==> config.mk <==
export PLATFORM = sky130hd
export DESIGN_NAME = csr_io_router
export DESIGN_NICKNAME = d
export VERILOG_FILES = /design/src/logic/fabric_pkg.sv /design/src/logic/csr_io_router.sv
export VERILOG_INCLUDE_DIRS = /design/src /design/src/logic
export SDC_FILE = /design/constraint.sdc
export NUM_CORES = 1
export LEC_CHECK = 0
export BUFFER_PORTS_ARGS = -buffer_cell sky130_fd_sc_hd__buf_2
export CORE_AREA = 2 2 110 112
export CTS_BUF_LIST = sky130_fd_sc_hd__clkbuf_4 sky130_fd_sc_hd__clkbuf_8
export DETAILED_ROUTE_END_ITERATION = 7
export DIE_AREA = 0 0 112 114
export PLACE_DENSITY = 0.63
export RECOVER_POWER = 50
export SKIP_CTS_REPAIR_TIMING = 1
export SYNTH_ARGS = -nofsm -noshare
export SYNTH_HDL_FRONTEND = slang
export SYNTH_SLANG_ARGS = --single-unit
==> constraint.sdc <==
create_clock -name clk -period 10 [get_ports clk]
set_clock_uncertainty 0.1 [all_clocks]
set_input_delay 1.5 -clock clk [delete_from_list [all_inputs] [get_ports clk]]
set_output_delay 1.5 -clock clk [all_outputs]
set_load 0.005 [all_outputs]
==> src/logic/fabric_macros.svh <==
`ifndef FABRIC_MACROS_SVH
`define FABRIC_MACROS_SVH

// Two or more processor clusters
`define FABRIC_NUM_CLUSTERS 4

// Must cover FABRIC_NUM_CLUSTERS
`define FABRIC_CLUSTER_BITS 2

`define FABRIC_CORE_TAG_WIDTH 8
`define FABRIC_IO_ADDR_WIDTH 30
`define FABRIC_IO_DATA_WIDTH 32
`define FABRIC_CSR_ADDR_WIDTH 12

// Upper FABRIC_CLUSTER_BITS pick the cluster
`define FABRIC_CORE_ID_WIDTH 6

`endif

==> src/logic/fabric_pkg.sv <==
`default_nettype none

`include "fabric_macros.svh"

package fabric_pkg;

    typedef logic [`FABRIC_IO_DATA_WIDTH-1:0] data_word_t;

    // Request as issued by one cluster
    typedef struct packed {
        logic                              rw;
        logic [3:0]                        byteen;
        logic [`FABRIC_IO_ADDR_WIDTH-1:0]  addr;
        data_word_t                        data;
        logic [`FABRIC_CORE_TAG_WIDTH-1:0] core_tag;
    } io_req_t;

    // Host side tag with the cluster index on top
    typedef struct packed {
        logic [`FABRIC_CLUSTER_BITS-1:0]   cluster;
        logic [`FABRIC_CORE_TAG_WIDTH-1:0] core_tag;
    } io_tag_t;

    typedef struct packed {
        logic                             rw;
        logic [3:0]                       byteen;
        logic [`FABRIC_IO_ADDR_WIDTH-1:0] addr;
        data_word_t                       data;
        io_tag_t                          tag;
    } io_out_req_t;

    typedef struct packed {
        data_word_t                        data;
        logic [`FABRIC_CORE_TAG_WIDTH-1:0] core_tag;
    } io_rsp_t;

    typedef struct packed {
        data_word_t data;
        io_tag_t    tag;
    } io_out_rsp_t;

    typedef struct packed {
        logic [`FABRIC_CSR_ADDR_WIDTH-1:0] addr;
        logic                              rw;
        data_word_t                        data;
    } csr_req_t;

endpackage

`default_nettype wire

==> src/logic/csr_io_router.sv <==
`timescale 1ns/100ps
`default_nettype none

`include "fabric_macros.svh"

module csr_io_router (
    input  wire                                              clk,
    input  wire                                              reset,

    input  wire                                              csr_io_req_valid,
    input  wire [`FABRIC_CORE_ID_WIDTH-1:0]                  csr_io_req_coreid,
    input  wire fabric_pkg::csr_req_t                        csr_io_req,
    output logic                                             csr_io_req_ready,

    output logic [`FABRIC_NUM_CLUSTERS-1:0]                  cl_csr_req_valid,
    output fabric_pkg::csr_req_t                             cl_csr_req,
    output logic [`FABRIC_CORE_ID_WIDTH-`FABRIC_CLUSTER_BITS-1:0] cl_csr_coreid,
    input  wire [`FABRIC_NUM_CLUSTERS-1:0]                   cl_csr_req_ready,

    input  wire [`FABRIC_NUM_CLUSTERS-1:0]                   cl_csr_rsp_valid,
    input  wire fabric_pkg::data_word_t [`FABRIC_NUM_CLUSTERS-1:0] cl_csr_rsp_data,
    output logic [`FABRIC_NUM_CLUSTERS-1:0]                  cl_csr_rsp_ready,

    output logic                                             csr_io_rsp_valid,
    output fabric_pkg::data_word_t                           csr_io_rsp_data,
    input  wire                                              csr_io_rsp_ready
);
    import fabric_pkg::*;

    localparam int CB  = `FABRIC_CLUSTER_BITS;
    localparam int LOW = `FABRIC_CORE_ID_WIDTH - `FABRIC_CLUSTER_BITS;

    typedef enum logic [1:0] {
        state_idle,
        state_issue,
        state_wait
    } state_t;

    state_t         state;
    csr_req_t       req_reg;
    logic [CB-1:0]  target;
    logic [LOW-1:0] coreid_low;
    logic           req_fire;

    assign csr_io_req_ready = (state == state_idle);
    assign req_fire         = csr_io_req_valid && csr_io_req_ready;

    assign cl_csr_req    = req_reg;
    assign cl_csr_coreid = coreid_low;

    // Only the target cluster sees valid or ready
    always_comb begin
        cl_csr_req_valid = '0;
        cl_csr_rsp_ready = '0;
        cl_csr_req_valid[target] = (state == state_issue);
        cl_csr_rsp_ready[target] = (state == state_wait) && csr_io_rsp_ready;
    end

    assign csr_io_rsp_valid = (state == state_wait) && cl_csr_rsp_valid[target];
    assign csr_io_rsp_data  = cl_csr_rsp_data[target];

    always_ff @(posedge clk) begin
        if (reset) begin
            state  <= state_idle;
            target <= '0;
        end else begin
            case (state)
                state_idle: begin
                    if (req_fire) begin
                        state  <= state_issue;
                        target <= csr_io_req_coreid[`FABRIC_CORE_ID_WIDTH-1 -: CB];
                    end
                end
                state_issue: begin
                    if (cl_csr_req_ready[target]) begin
                        state <= state_wait;
                    end
                end
                state_wait: begin
                    if (csr_io_rsp_valid && csr_io_rsp_ready) begin
                        state <= state_idle;
                    end
                end
                default: state <= state_idle;
            endcase
        end
    end

    always_ff @(posedge clk) begin
        if (req_fire) begin
            req_reg    <= csr_io_req;
            coreid_low <= csr_io_req_coreid[LOW-1:0];
        end
    end

endmodule

`default_nettype wire

==> qor.txt, run 1 <==
DP Area: 4100 um2
CP most frequent cell: buf_2
P_int: 0.413 mW
Critical Path Sink Type: primary output
Clock share of power: 0.265
Crit path to: csr_io_rsp_data[9]
Post-synthesis cell type count: 17
Arrival time worst endpoint: 2240 ps
Syn-to-layout area delta: 64.6%
Synth Area in XOR/XNOR: 0
Gr usage total: 0.127
Final Hold Vio Count: 0
Reg2reg end: state[0]$_SDFFE_PP0P_
Initial antenna violation count: 0
Peak supply drop: 0.106 mV
Adder-Cell Fraction of Synth Area: 0
Power share of the sequential group: 0.502
Pwr/cell area: 130 nW/um2
1st-iter DRT viols: 140
Sink Count: 53
Fmax achieved: 260 MHz
Root Buffer: clkbuf_8
Mapped Nets: 318
DP HPWL: 7690 um
Headroom to the max-slew limit: 0.353
Crit path from: cl_csr_rsp_data[9]
Layout cells sized above 1: 0.748
Critical-path cell list: buf_2 > mux4_2 > buf_2
Clk_lat worst skew: 300 ps
Slew Limit Fails: 0
Critical path launch point type: primary input
CTS tree: done
Sw frac: 0.240
GP Congestion: 0.725
Final Net Count: 598
DR WL/cell: 16.2 um
I/O pin cnt: 282
Full die area: 12800 um2
FF-to-FF setup slack: 7960 ps
Slowest library cell on the worst path: mux4_2
Setup TNS: 0 ps
Setup Viol. Count Final: 0
CP Max Fanout: 1
Largest family of logic cells by synthesized area: multiplexers
Worst hold path class: flip-flop to flip-flop
CP Data Required Time: 8400 ps
Final instance area: 4170 um2
Via Count: 2387
Min Tclk post-route: 3840 ps
Combinational power share: 0.233
Complex-gate fraction of the synthesized area: 0.0114
Via/cell ratio: 4.30
Number of synthesized register bits: 53
Core area: 11700 um2
Post-synthesis mux area share: 0.309
Least-Margin Pin Slew: 970 ps
CP max stage delay: 470 ps
Crit path kind: primary input to primary output
MaxCap Viol Count: 0
Reg clk slew, reported paths: 80 ps
Synth warn: 0
Floorplan row count: 40
Final ANT Viol Nets: 0
Vias in the first global route: 2294
WL final: 8990 um
Post-synthesis area per instance: 20.0 um2
P_sw: 0.131 mW
Synth Area in Simple Gates: 0.0479
P_leak: 1.86 nW
Cell area after synthesis: 2530 um2
RSZ-0062 raised after global routing: no
Grt ovf: 0
Diode count: 0
IO buf count: 281
Die height: 114 um
Num CTS Buffers: 5
Reg-to-reg startpoint: target[0]$_SDFFE_PP0P_
FILL cells: 1173
R2R depth: 3
Drt drc: 0
H-Tree Level Count: 2
Status: finished clean
Final Cycle Share: 0.384
Sequential share of the synthesized area: 0.612
Initial Util: 0.216
CTS Buffer Depth: 2
Die X: 112 um
First-pass GRT wire length: 12500 um
Post-Syn Instances: 127
TritonRoute pass-1 iters: 4
Largest net degree at the start of global routing: 51
layer usage:
| metal | wire length, um | up-vias | part of all wire | GRT usage |
|---|---|---|---|---|
| met1 | 3440 | 1112 | 0.38 | 0.156 |
| met5 | 0 | - | 0 | 0 |
| li1 | - | 1101 | - | - |
| met2 | 4580 | 163 | 0.51 | 0.219 |
| met4 | 155 | 0 | 0.017 | 0.0447 |
| met3 | 819 | 11 | 0.091 | 0.0308 |
worst min-delay path by stage:
stage               slack [ps]  depth (start not counted)               endpoint                  start
floorplan                  350                          1  state[0]$_SDFFE_PP0P_  state[1]$_SDFFE_PP0P_
detailed placement         400                          1  state[0]$_SDFFE_PP0P_  state[1]$_SDFFE_PP0P_
global placement           390                          1  state[0]$_SDFFE_PP0P_  state[1]$_SDFFE_PP0P_
CTS                        410                          1  state[0]$_SDFFE_PP0P_  state[1]$_SDFFE_PP0P_
finish                     400                          1  state[0]$_SDFFE_PP0P_  state[1]$_SDFFE_PP0P_
global route               420                          1  state[0]$_SDFFE_PP0P_  state[1]$_SDFFE_PP0P_
cell type report:
cell class,instances,area [um2],area share
well taps,147,184,0.0441
repair buffers,283,1400,0.334
clock inverters,3,43.8,0.0105
clock buffers,5,68.8,0.0165
multi-input cells,64,927,0.222
flip-flops and latches,53,1550,0.372
worst max-delay path: cells and delay by family:
family | cells | cell delay [ps]
muxes | 1 | 470
buffers and inverters | 2 | 260
cells by family after synthesis:
group,Yosys count
flip-flops,53
AO/OA/AOI/OAI,3
AND/OR/NAND/NOR,24
buffers and inverters,10
multiplexers,37
cell usage in the layout, fill, tap and decap left out, drive strengths merged:
| master | instances |
|---|---|
| nor3 | 2 |
| inv | 1 |
| a21oi | 1 |
| o221ai | 1 |
| dfxtp | 4 |
| clkbuf | 26 |
| edfxtp | 49 |
| and3 | 1 |
| buf | 262 |
| mux4 | 33 |
| bufinv | 1 |
| nand2 | 4 |
| clkinv | 1 |
| nand2b | 5 |
| mux2i | 4 |
| a2111oi | 1 |
| nor2 | 8 |
| nor2b | 1 |
| nor3b | 3 |
synthesized netlist by cell type:
cell type	n	area, um2
nor2_1	8	30.0
mux4_2	33	743
nor2b_1	1	6.26
nand2b_1	5	31.3
nor3_1	2	10.0
nor3b_1	3	22.5
dfxtp_1	4	80.1
buf_6	1	11.3
nand2_1	4	15.0
buf_2	4	20.0
o221ai_1	1	8.76
a2111oi_2	1	15.0
edfxtp_1	49	1470
mux2i_1	4	40.0
a21oi_1	1	5.00
and3_1	1	6.26
clkbuf_1	5	18.8
stage by stage:
| step | setup WS, ps | power [mW] | std cells | util | hold WS (ps) |
|---|---|---|---|---|---|
| after floorplan | 4050 | 0.332 | 127 | - | 350 |
| after global placement | 6130 | 0.407 | 547 | 0.350 | 388 |
| after detailed placement | 6130 | 0.409 | 547 | 0.350 | 399 |
| after CTS | 6130 | 0.556 | 555 | 0.360 | 413 |
| after global routing | 6140 | 0.573 | 555 | 0.356 | 415 |
| final | 6160 | 0.543 | 555 | 0.356 | 404 |
registers in the layout (all words and copies together), names as in the netlist:
signal	cells
cl_csr_req	45
cl_csr_coreid	4
state	2
target	2
power groups by stage:
| stage | combinational (mW) | clock [mW] | sequential (mW) |
|---|---|---|---|
| 2_1_floorplan | 0.0544 | 0 | 0.278 |
| 3_3_place_gp | 0.129 | 0 | 0.277 |
| 3_5_place_dp | 0.131 | 0 | 0.278 |
| 4_1_cts | 0.131 | 0.151 | 0.273 |
| 5_1_grt | 0.137 | 0.162 | 0.274 |
| 6_report | 0.127 | 0.144 | 0.273 |
(Power assumes the default switching activity.)
==> run 2: changes to the inputs <==
Settings changed: ABC_AREA set to 1, CORE_AREA 2 2 110 112 to 2 2 109 111, DIE_AREA 0 0 112 114 to 0 0 111 113, PLACE_DENSITY 0.63 to 0.65.
Clock period 10 ns to 3.6 ns, I/O delays scaled along.
==> qor.txt, run 2 <==
Complex-gate fraction of the synthesized area: 0.104 (was 0.0114)
Post-synthesis area per instance: 10.5 um2 (was 20.0 um2)
Post-Place Worst Slack: 1470 ps (was 6130 ps)
Arrival time worst endpoint: 1810 ps (was 2240 ps)
Least-Margin Pin Slew: 977 ps (was 970 ps)
Final Cycle Share: 0.681
Number of synthesized register bits: 53 (unchanged)
Cell taking the most area after synthesis: edfxtp_1 (unchanged)
Setup Viol. Count Final: 0 (unchanged)
Primary FF master, synth: edfxtp_1 (unchanged)
I/O pin cnt: 282 (unchanged)
Fmax achieved: 408 MHz
Syn-to-layout area delta: 58.8% (was 64.6%)
Sequential share of the synthesized area: 0.584 (was 0.612)
Headroom to the max-slew limit: 0.348 (was 0.353)
Crit path kind: flip-flop to primary output (was primary input to primary output)
IO buf count: 281 (unchanged)
P_sw: 0.484 mW (was 0.131 mW)
Drt drc: 0 (unchanged)
H-Tree Level Count: 2 (unchanged)
P_int: 1.23 mW (was 0.413 mW)
FF-to-FF setup slack: 1770 ps (was 7960 ps)
Core area: 11300 um2 (was 11700 um2)
Sw frac: 0.282 (was 0.240)
Origin of the worst min-delay path: csr_io_req[7] (was state[1]$_SDFFE_PP0P_)
Max FFs per register: 45 (unchanged)
Crit path to: csr_io_rsp_data[24] (was csr_io_rsp_data[9])
Synth Area in XOR/XNOR: 0 (unchanged)
Pwr/cell area: 407 nW/um2 (was 130 nW/um2)
Full die area: 12500 um2 (was 12800 um2)
Gr usage total: 0.161 (was 0.127)
Largest family of logic cells by synthesized area: simple AND/OR/NAND/NOR gates (was multiplexers)
Via Count: 3098 (was 2387)
Floorplan row count: 39 (was 40)
Non-filler cells in the finished layout: 667 (was 555)
Reg clk slew, reported paths: 100 ps (was 80 ps)
1st-iter DRT viols: 168 (was 140)
Worst hold path class: primary input to flip-flop (was flip-flop to flip-flop)
Critical Path Sink Type: primary output (unchanged)
Final instance area: 4220 um2 (was 4170 um2)
DP Area: 4110 um2 (was 4100 um2)
Setup TNS: 0 ps (unchanged)
R2R depth: 3 (unchanged)
RSZ-0062 raised after global routing: no (unchanged)
Initial Util: 0.236 (was 0.216)
Post-synthesis cell type count: 18 (was 17)
WL final: 10600 um (was 8990 um)
Status: finished clean (unchanged)
Commonest non-fill, non-tap cell in the layout: buf_2 (unchanged)
Via/cell ratio: 4.64 (was 4.30)
Post-synthesis mux area share: 0 (was 0.309)
Critical path launch point type: flip-flop (was primary input)
Commonest cells post-synth: nand3_1, edfxtp_1, a22oi_1, nand2_1, nor2_1 (was edfxtp_1, mux4_2, nor2_1, clkbuf_1, nand2b_1)
Min Tclk post-route: 2450 ps
Largest net degree at the start of global routing: 70 (was 51)
Synth warn: 0 (unchanged)
Diode count: 0 (unchanged)
Peak supply drop: 0.346 mV (was 0.106 mV)
DP HPWL: 8820 um (was 7690 um)
Setup WS post-layout: 1150 ps (was 6160 ps)
DR WL/cell: 15.9 um (was 16.2 um)
Initial antenna violation count: 0 (unchanged)
Cell area after synthesis: 2660 um2 (was 2530 um2)
Share of the synthesized area in the top cell type: 0.554 (was 0.580)
Sink Count: 53 (unchanged)
Most frequent cells in the layout: buf_2, nand3_1, edfxtp_1, a22oi_1, nand2_1 (was buf_2, edfxtp_1, mux4_2, clkbuf_1, nor2_1)
Layout cells sized above 1: 0.523 (was 0.748)
Power share of the sequential group: 0.441 (was 0.502)
Post-layout util: 0.374 (was 0.356)
Combinational power share: 0.284 (was 0.233)
Count leader, synth: nand3_1 (was edfxtp_1)
Grt ovf: 0 (unchanged)
Pwr Total: 1.72 mW (was 0.543 mW)
Post-Syn Instances: 254 (was 127)
CTS tree: done (unchanged)
MaxCap Viol Count: 0 (unchanged)
Synth Area in Simple Gates: 0.243 (was 0.0479)
Final ANT Viol Nets: 0 (unchanged)
Root Buffer: clkbuf_8 (unchanged)
Number of synthesized flops with an enable pin: 49 (unchanged)
Clock share of power: 0.275 (was 0.265)
Reg-to-reg startpoint: state[1]$_SDFFE_PP0P_ (was target[0]$_SDFFE_PP0P_)
Final Net Count: 714 (was 598)
Die height: 113 um (was 114 um)
CTS Buffer Depth: 2 (unchanged)
Die X: 111 um (was 112 um)
Vias in the first global route: 3049 (was 2294)
CP Max Fanout: 37 (was 1)
Placed Cells incl. Taps: 659 (was 547)
WHS: 300 ps (was 404 ps)
First-pass GRT wire length: 15800 um (was 12500 um)
Mapped Nets: 445 (was 318)
Area contributors post-synth: edfxtp_1, nand3_1, a22oi_1, nand2_1, dfxtp_1 (was edfxtp_1, mux4_2, dfxtp_1, mux2i_1, nand2b_1)
P_leak: 1.99 nW (was 1.86 nW)
Adder-Cell Fraction of Synth Area: 0 (unchanged)
Slew Limit Fails: 0 (unchanged)
TritonRoute pass-1 iters: 4 (unchanged)
Crit path from: target[0]$_SDFFE_PP0P_ (was cl_csr_rsp_data[9])
GP Congestion: 0.829 (was 0.725)
Reg2reg end: cl_csr_req[19]$_DFFE_PP_ (was state[0]$_SDFFE_PP0P_)
Ys async rst share: 0 (unchanged)
Final Hold Vio Count: 0 (unchanged)
CP Data Required Time: 2960 ps (was 8400 ps)
Clk_lat worst skew: 300 ps (about the same)
Num CTS Buffers: 5 (unchanged)
Hold path cells: 1 (unchanged)
==> run 2: logic make-up (layout without fill, tap and decap cells) <==
family | Yosys count | in the layout
buffers and inverters | 29 | 299
AO/OA/AOI/OAI | 39 | 39
AND/OR/NAND/NOR | 133 | 133
flip-flops | 53 | 53
==> run 2: routing by layer <==
metal / part of all wire / wire length, um / GRT usage
met4: 0.033 / 347 / 0.0742
met3: 0.090 / 958 / 0.0364
met2: 0.52 / 5460 / 0.298
met1: 0.36 / 3830 / 0.175
met5: 0 / 0 / 0
==> run 2: power groups by stage <==
stage	clock, mW	sequential [mW]	combinational (mW)
after floorplan	0	0.776	0.242
after CTS	0.483	0.758	0.503
final	0.472	0.758	0.488
after global routing	0.513	0.763	0.543
after global placement	0	0.770	0.496
after detailed placement	0	0.772	0.502
==> run 2: worst min path at each step <==
stage | endpoint | slack (ps)
2_1_floorplan | state[1]$_SDFFE_PP0P_ | 430
3_3_place_gp | state[1]$_SDFFE_PP0P_ | 460
3_5_place_dp | state[1]$_SDFFE_PP0P_ | 470
4_1_cts | cl_csr_req[6]$_DFFE_PP_ | 290
5_1_grt | cl_csr_req[9]$_DFFE_PP_ | 280
6_report | cl_csr_req[7]$_DFFE_PP_ | 300
==> run 2: critical path, cell delays in order (launching register included) <==
cell	delay [ps]
dfxtp_1	330
buf_4	260
nor2_8	450
a22oi_1	170
nand3_1	150
buf_2	130
==> run 2: final cells by class <==
type / count / area [um2]
inverter: 7 / 26.3
clock inverter: 3 / 68.8
sequential: 53 / 1550
clock buffer: 5 / 68.8
tap: 143 / 179
multi-input combinational: 172 / 921
timing repair buffer: 284 / 1400
fill: 1135 / 7060
==> run 3: changes to the inputs <==
Settings changed: ABC_AREA 1 to 0, CORE_AREA 2 2 109 111 to 2 2 110 112, DIE_AREA 0 0 111 113 to 0 0 112 114.
Clock period 3.6 ns to 2.15 ns, I/O delays scaled along.
==> qor.txt, run 3 (synthesis gave the netlist of run 1 again) <==
Via/cell ratio: 4.37 (was 4.64)
Critical-path cell list: buf_12 > mux4_2 > buf_2 (was buf_4 > nor2_8 > a22oi_1 > nand3_1 > buf_2)
Vias in the first global route: 2616 (was 3049)
Setup WS post-layout: 111 ps (was 1150 ps)
Root Buffer: clkbuf_8 (unchanged)
Crit path kind: flip-flop to primary output (unchanged)
Num CTS Buffers: 5 (unchanged)
DP HPWL: 8070 um (was 8820 um)
Post-Place Worst Slack: 341 ps (was 1470 ps)
Fmax achieved: 490 MHz
P_leak: 1.89 nW (was 1.99 nW)
Die height: 114 um (was 113 um)
Layout cells sized above 1: 0.756 (was 0.523)
IO buf count: 281 (unchanged)
First-pass GRT wire length: 13500 um (was 15800 um)
MaxCap Viol Count: 0 (unchanged)
Peak supply drop: 0.410 mV (was 0.346 mV)
Full die area: 12800 um2 (was 12500 um2)
Headroom to the max-slew limit: 0.521 (was 0.348)
GP Congestion: 0.826 (was 0.829)
Critical path launch point type: flip-flop (unchanged)
Slew Limit Fails: 0 (unchanged)
FILL cells: 1210 (was 1135)
Status: finished clean (unchanged)
Most frequent cells in the layout: buf_2, edfxtp_1, mux4_2, clkbuf_1, nor2_1 (was buf_2, nand3_1, edfxtp_1, a22oi_1, nand2_1)
Pwr/cell area: 578 nW/um2 (was 407 nW/um2)
Post-layout util: 0.362 (was 0.374)
CTS Buffer Depth: 2 (unchanged)
CP max stage delay: 540 ps (was 450 ps)
Setup Viol. Count Final: 0 (unchanged)
Die X: 112 um (was 111 um)
Commonest non-fill, non-tap cell in the layout: buf_2 (unchanged)
Max FFs per register: 45 (unchanged)
Min Tclk post-route: 2040 ps
Arrival time worst endpoint: 1620 ps (was 1810 ps)
RSZ-0062 raised after global routing: no (unchanged)
Final Hold Vio Count: 0 (unchanged)
FF-to-FF setup slack: 370 ps (was 1770 ps)
Via Count: 2441 (was 3098)
Clk_lat worst skew: 300 ps (about the same)
H-Tree Level Count: 2 (unchanged)
Largest net degree at the start of global routing: 50 (was 70)
Final ANT Viol Nets: 0 (unchanged)
Grt ovf: 0 (unchanged)
Gr usage total: 0.137 (was 0.161)
WL final: 9580 um (was 10600 um)
Final Net Count: 600 (was 714)
CP Max Fanout: 20 (was 37)
Drt drc: 0 (unchanged)
TritonRoute pass-1 iters: 6 (was 4)
Reg clk slew, reported paths: 90 ps (was 100 ps)
Final Cycle Share: 0.948
I/O pin cnt: 282 (unchanged)
Least-Margin Pin Slew: 717 ps (was 977 ps)
1st-iter DRT viols: 117 (was 168)
Slowest library cell on the worst path: mux4_2 (was nor2_8)
Floorplan row count: 40 (was 39)
Sink Count: 53 (unchanged)
DR WL/cell: 17.2 um (was 15.9 um)
Critical Path Sink Type: primary output (unchanged)
CTS tree: done (unchanged)
Initial Util: 0.216 (was 0.236)
Initial antenna violation count: 1 (was 0)
CP Data Required Time: 1730 ps (was 2960 ps)
Core area: 11700 um2 (was 11300 um2)
Syn-to-layout area delta: 67.0% (was 58.8%)
Worst hold path class: primary input to flip-flop (unchanged)
-- run 3: changes by cell type in the layout (fill, tap and decap cells not counted), sizes merged, moves of 3 or more --
cell    before  now
a21oi        5    1
a22oi       31    0
buf        261  265
inv          8    1
mux2i        0    4
mux4         0   33
nand2       24    4
nand2b       0    5
nand3       96    0
nor2        12    8
nor3b        0    3
-- run 3: through the flow --
stage / power (mW) / TNS [ps] / cell area [um2] / cells / hold slack (ps)
after floorplan: 1.54 / -4940 / 2550 / 127 / 291
after global placement: 1.91 / 0 / 4150 / 548 / 401
after detailed placement: 1.92 / 0 / 4150 / 548 / 401
after CTS: 2.49 / -18.1 / 4240 / 556 / 68.3
after global routing: 2.59 / 0 / 4230 / 557 / 58.1
final: 2.45 / 0 / 4230 / 558 / 85.5
-- run 3: critical path, delay by kind of cell, from the launching register on --
kind	cells	cell delay [ps]
multiplexers	1	540
flip-flops	1	410
buffers and inverters	2	360
-- run 3: path summary, 6_finish.rpt --
path / start / endpoint / cells past startpoint
hold / removal: csr_io_req[26] / cl_csr_req[26]$_DFFE_PP_ / 1
setup / recovery: target[0]$_SDFFE_PP0P_ / csr_io_rsp_data[14] / 3
setup reg to reg: state[0]$_SDFFE_PP0P_ / cl_csr_req[41]$_DFFE_PP_ / 2
hold reg to reg: state[1]$_SDFFE_PP0P_ / state[0]$_SDFFE_PP0P_ / 1
-- run 3: where the power goes --
part | internal, mW | switching [mW]
clock network | 0.245 | 0.318
logic | 0.365 | 0.267
registers | 1.22 | 0.0274
-- run 3: cell type report --
| type | count | area [um2] | area share |
|---|---|---|---|
| Clock inverter | 2 | 13.8 | 0.00325 |
| Clock buffer | 6 | 76.3 | 0.0180 |
| Multi-Input combinational cell | 64 | 933 | 0.220 |
| Sequential cell | 53 | 1560 | 0.368 |
| Timing Repair Buffer | 285 | 1470 | 0.346 |
| Tap cell | 147 | 184 | 0.0434 |
| Antenna cell | 1 | 2.50 | 0.000591 |
-- run 3: layer usage --
| layer | global-route usage | share of wire |
|---|---|---|
| met1 | 0.157 | 0.37 |
| met2 | 0.246 | 0.51 |
| met3 | 0.0457 | 0.10 |
| met4 | 0.0366 | 0.014 |
| met5 | 0 | 0 |
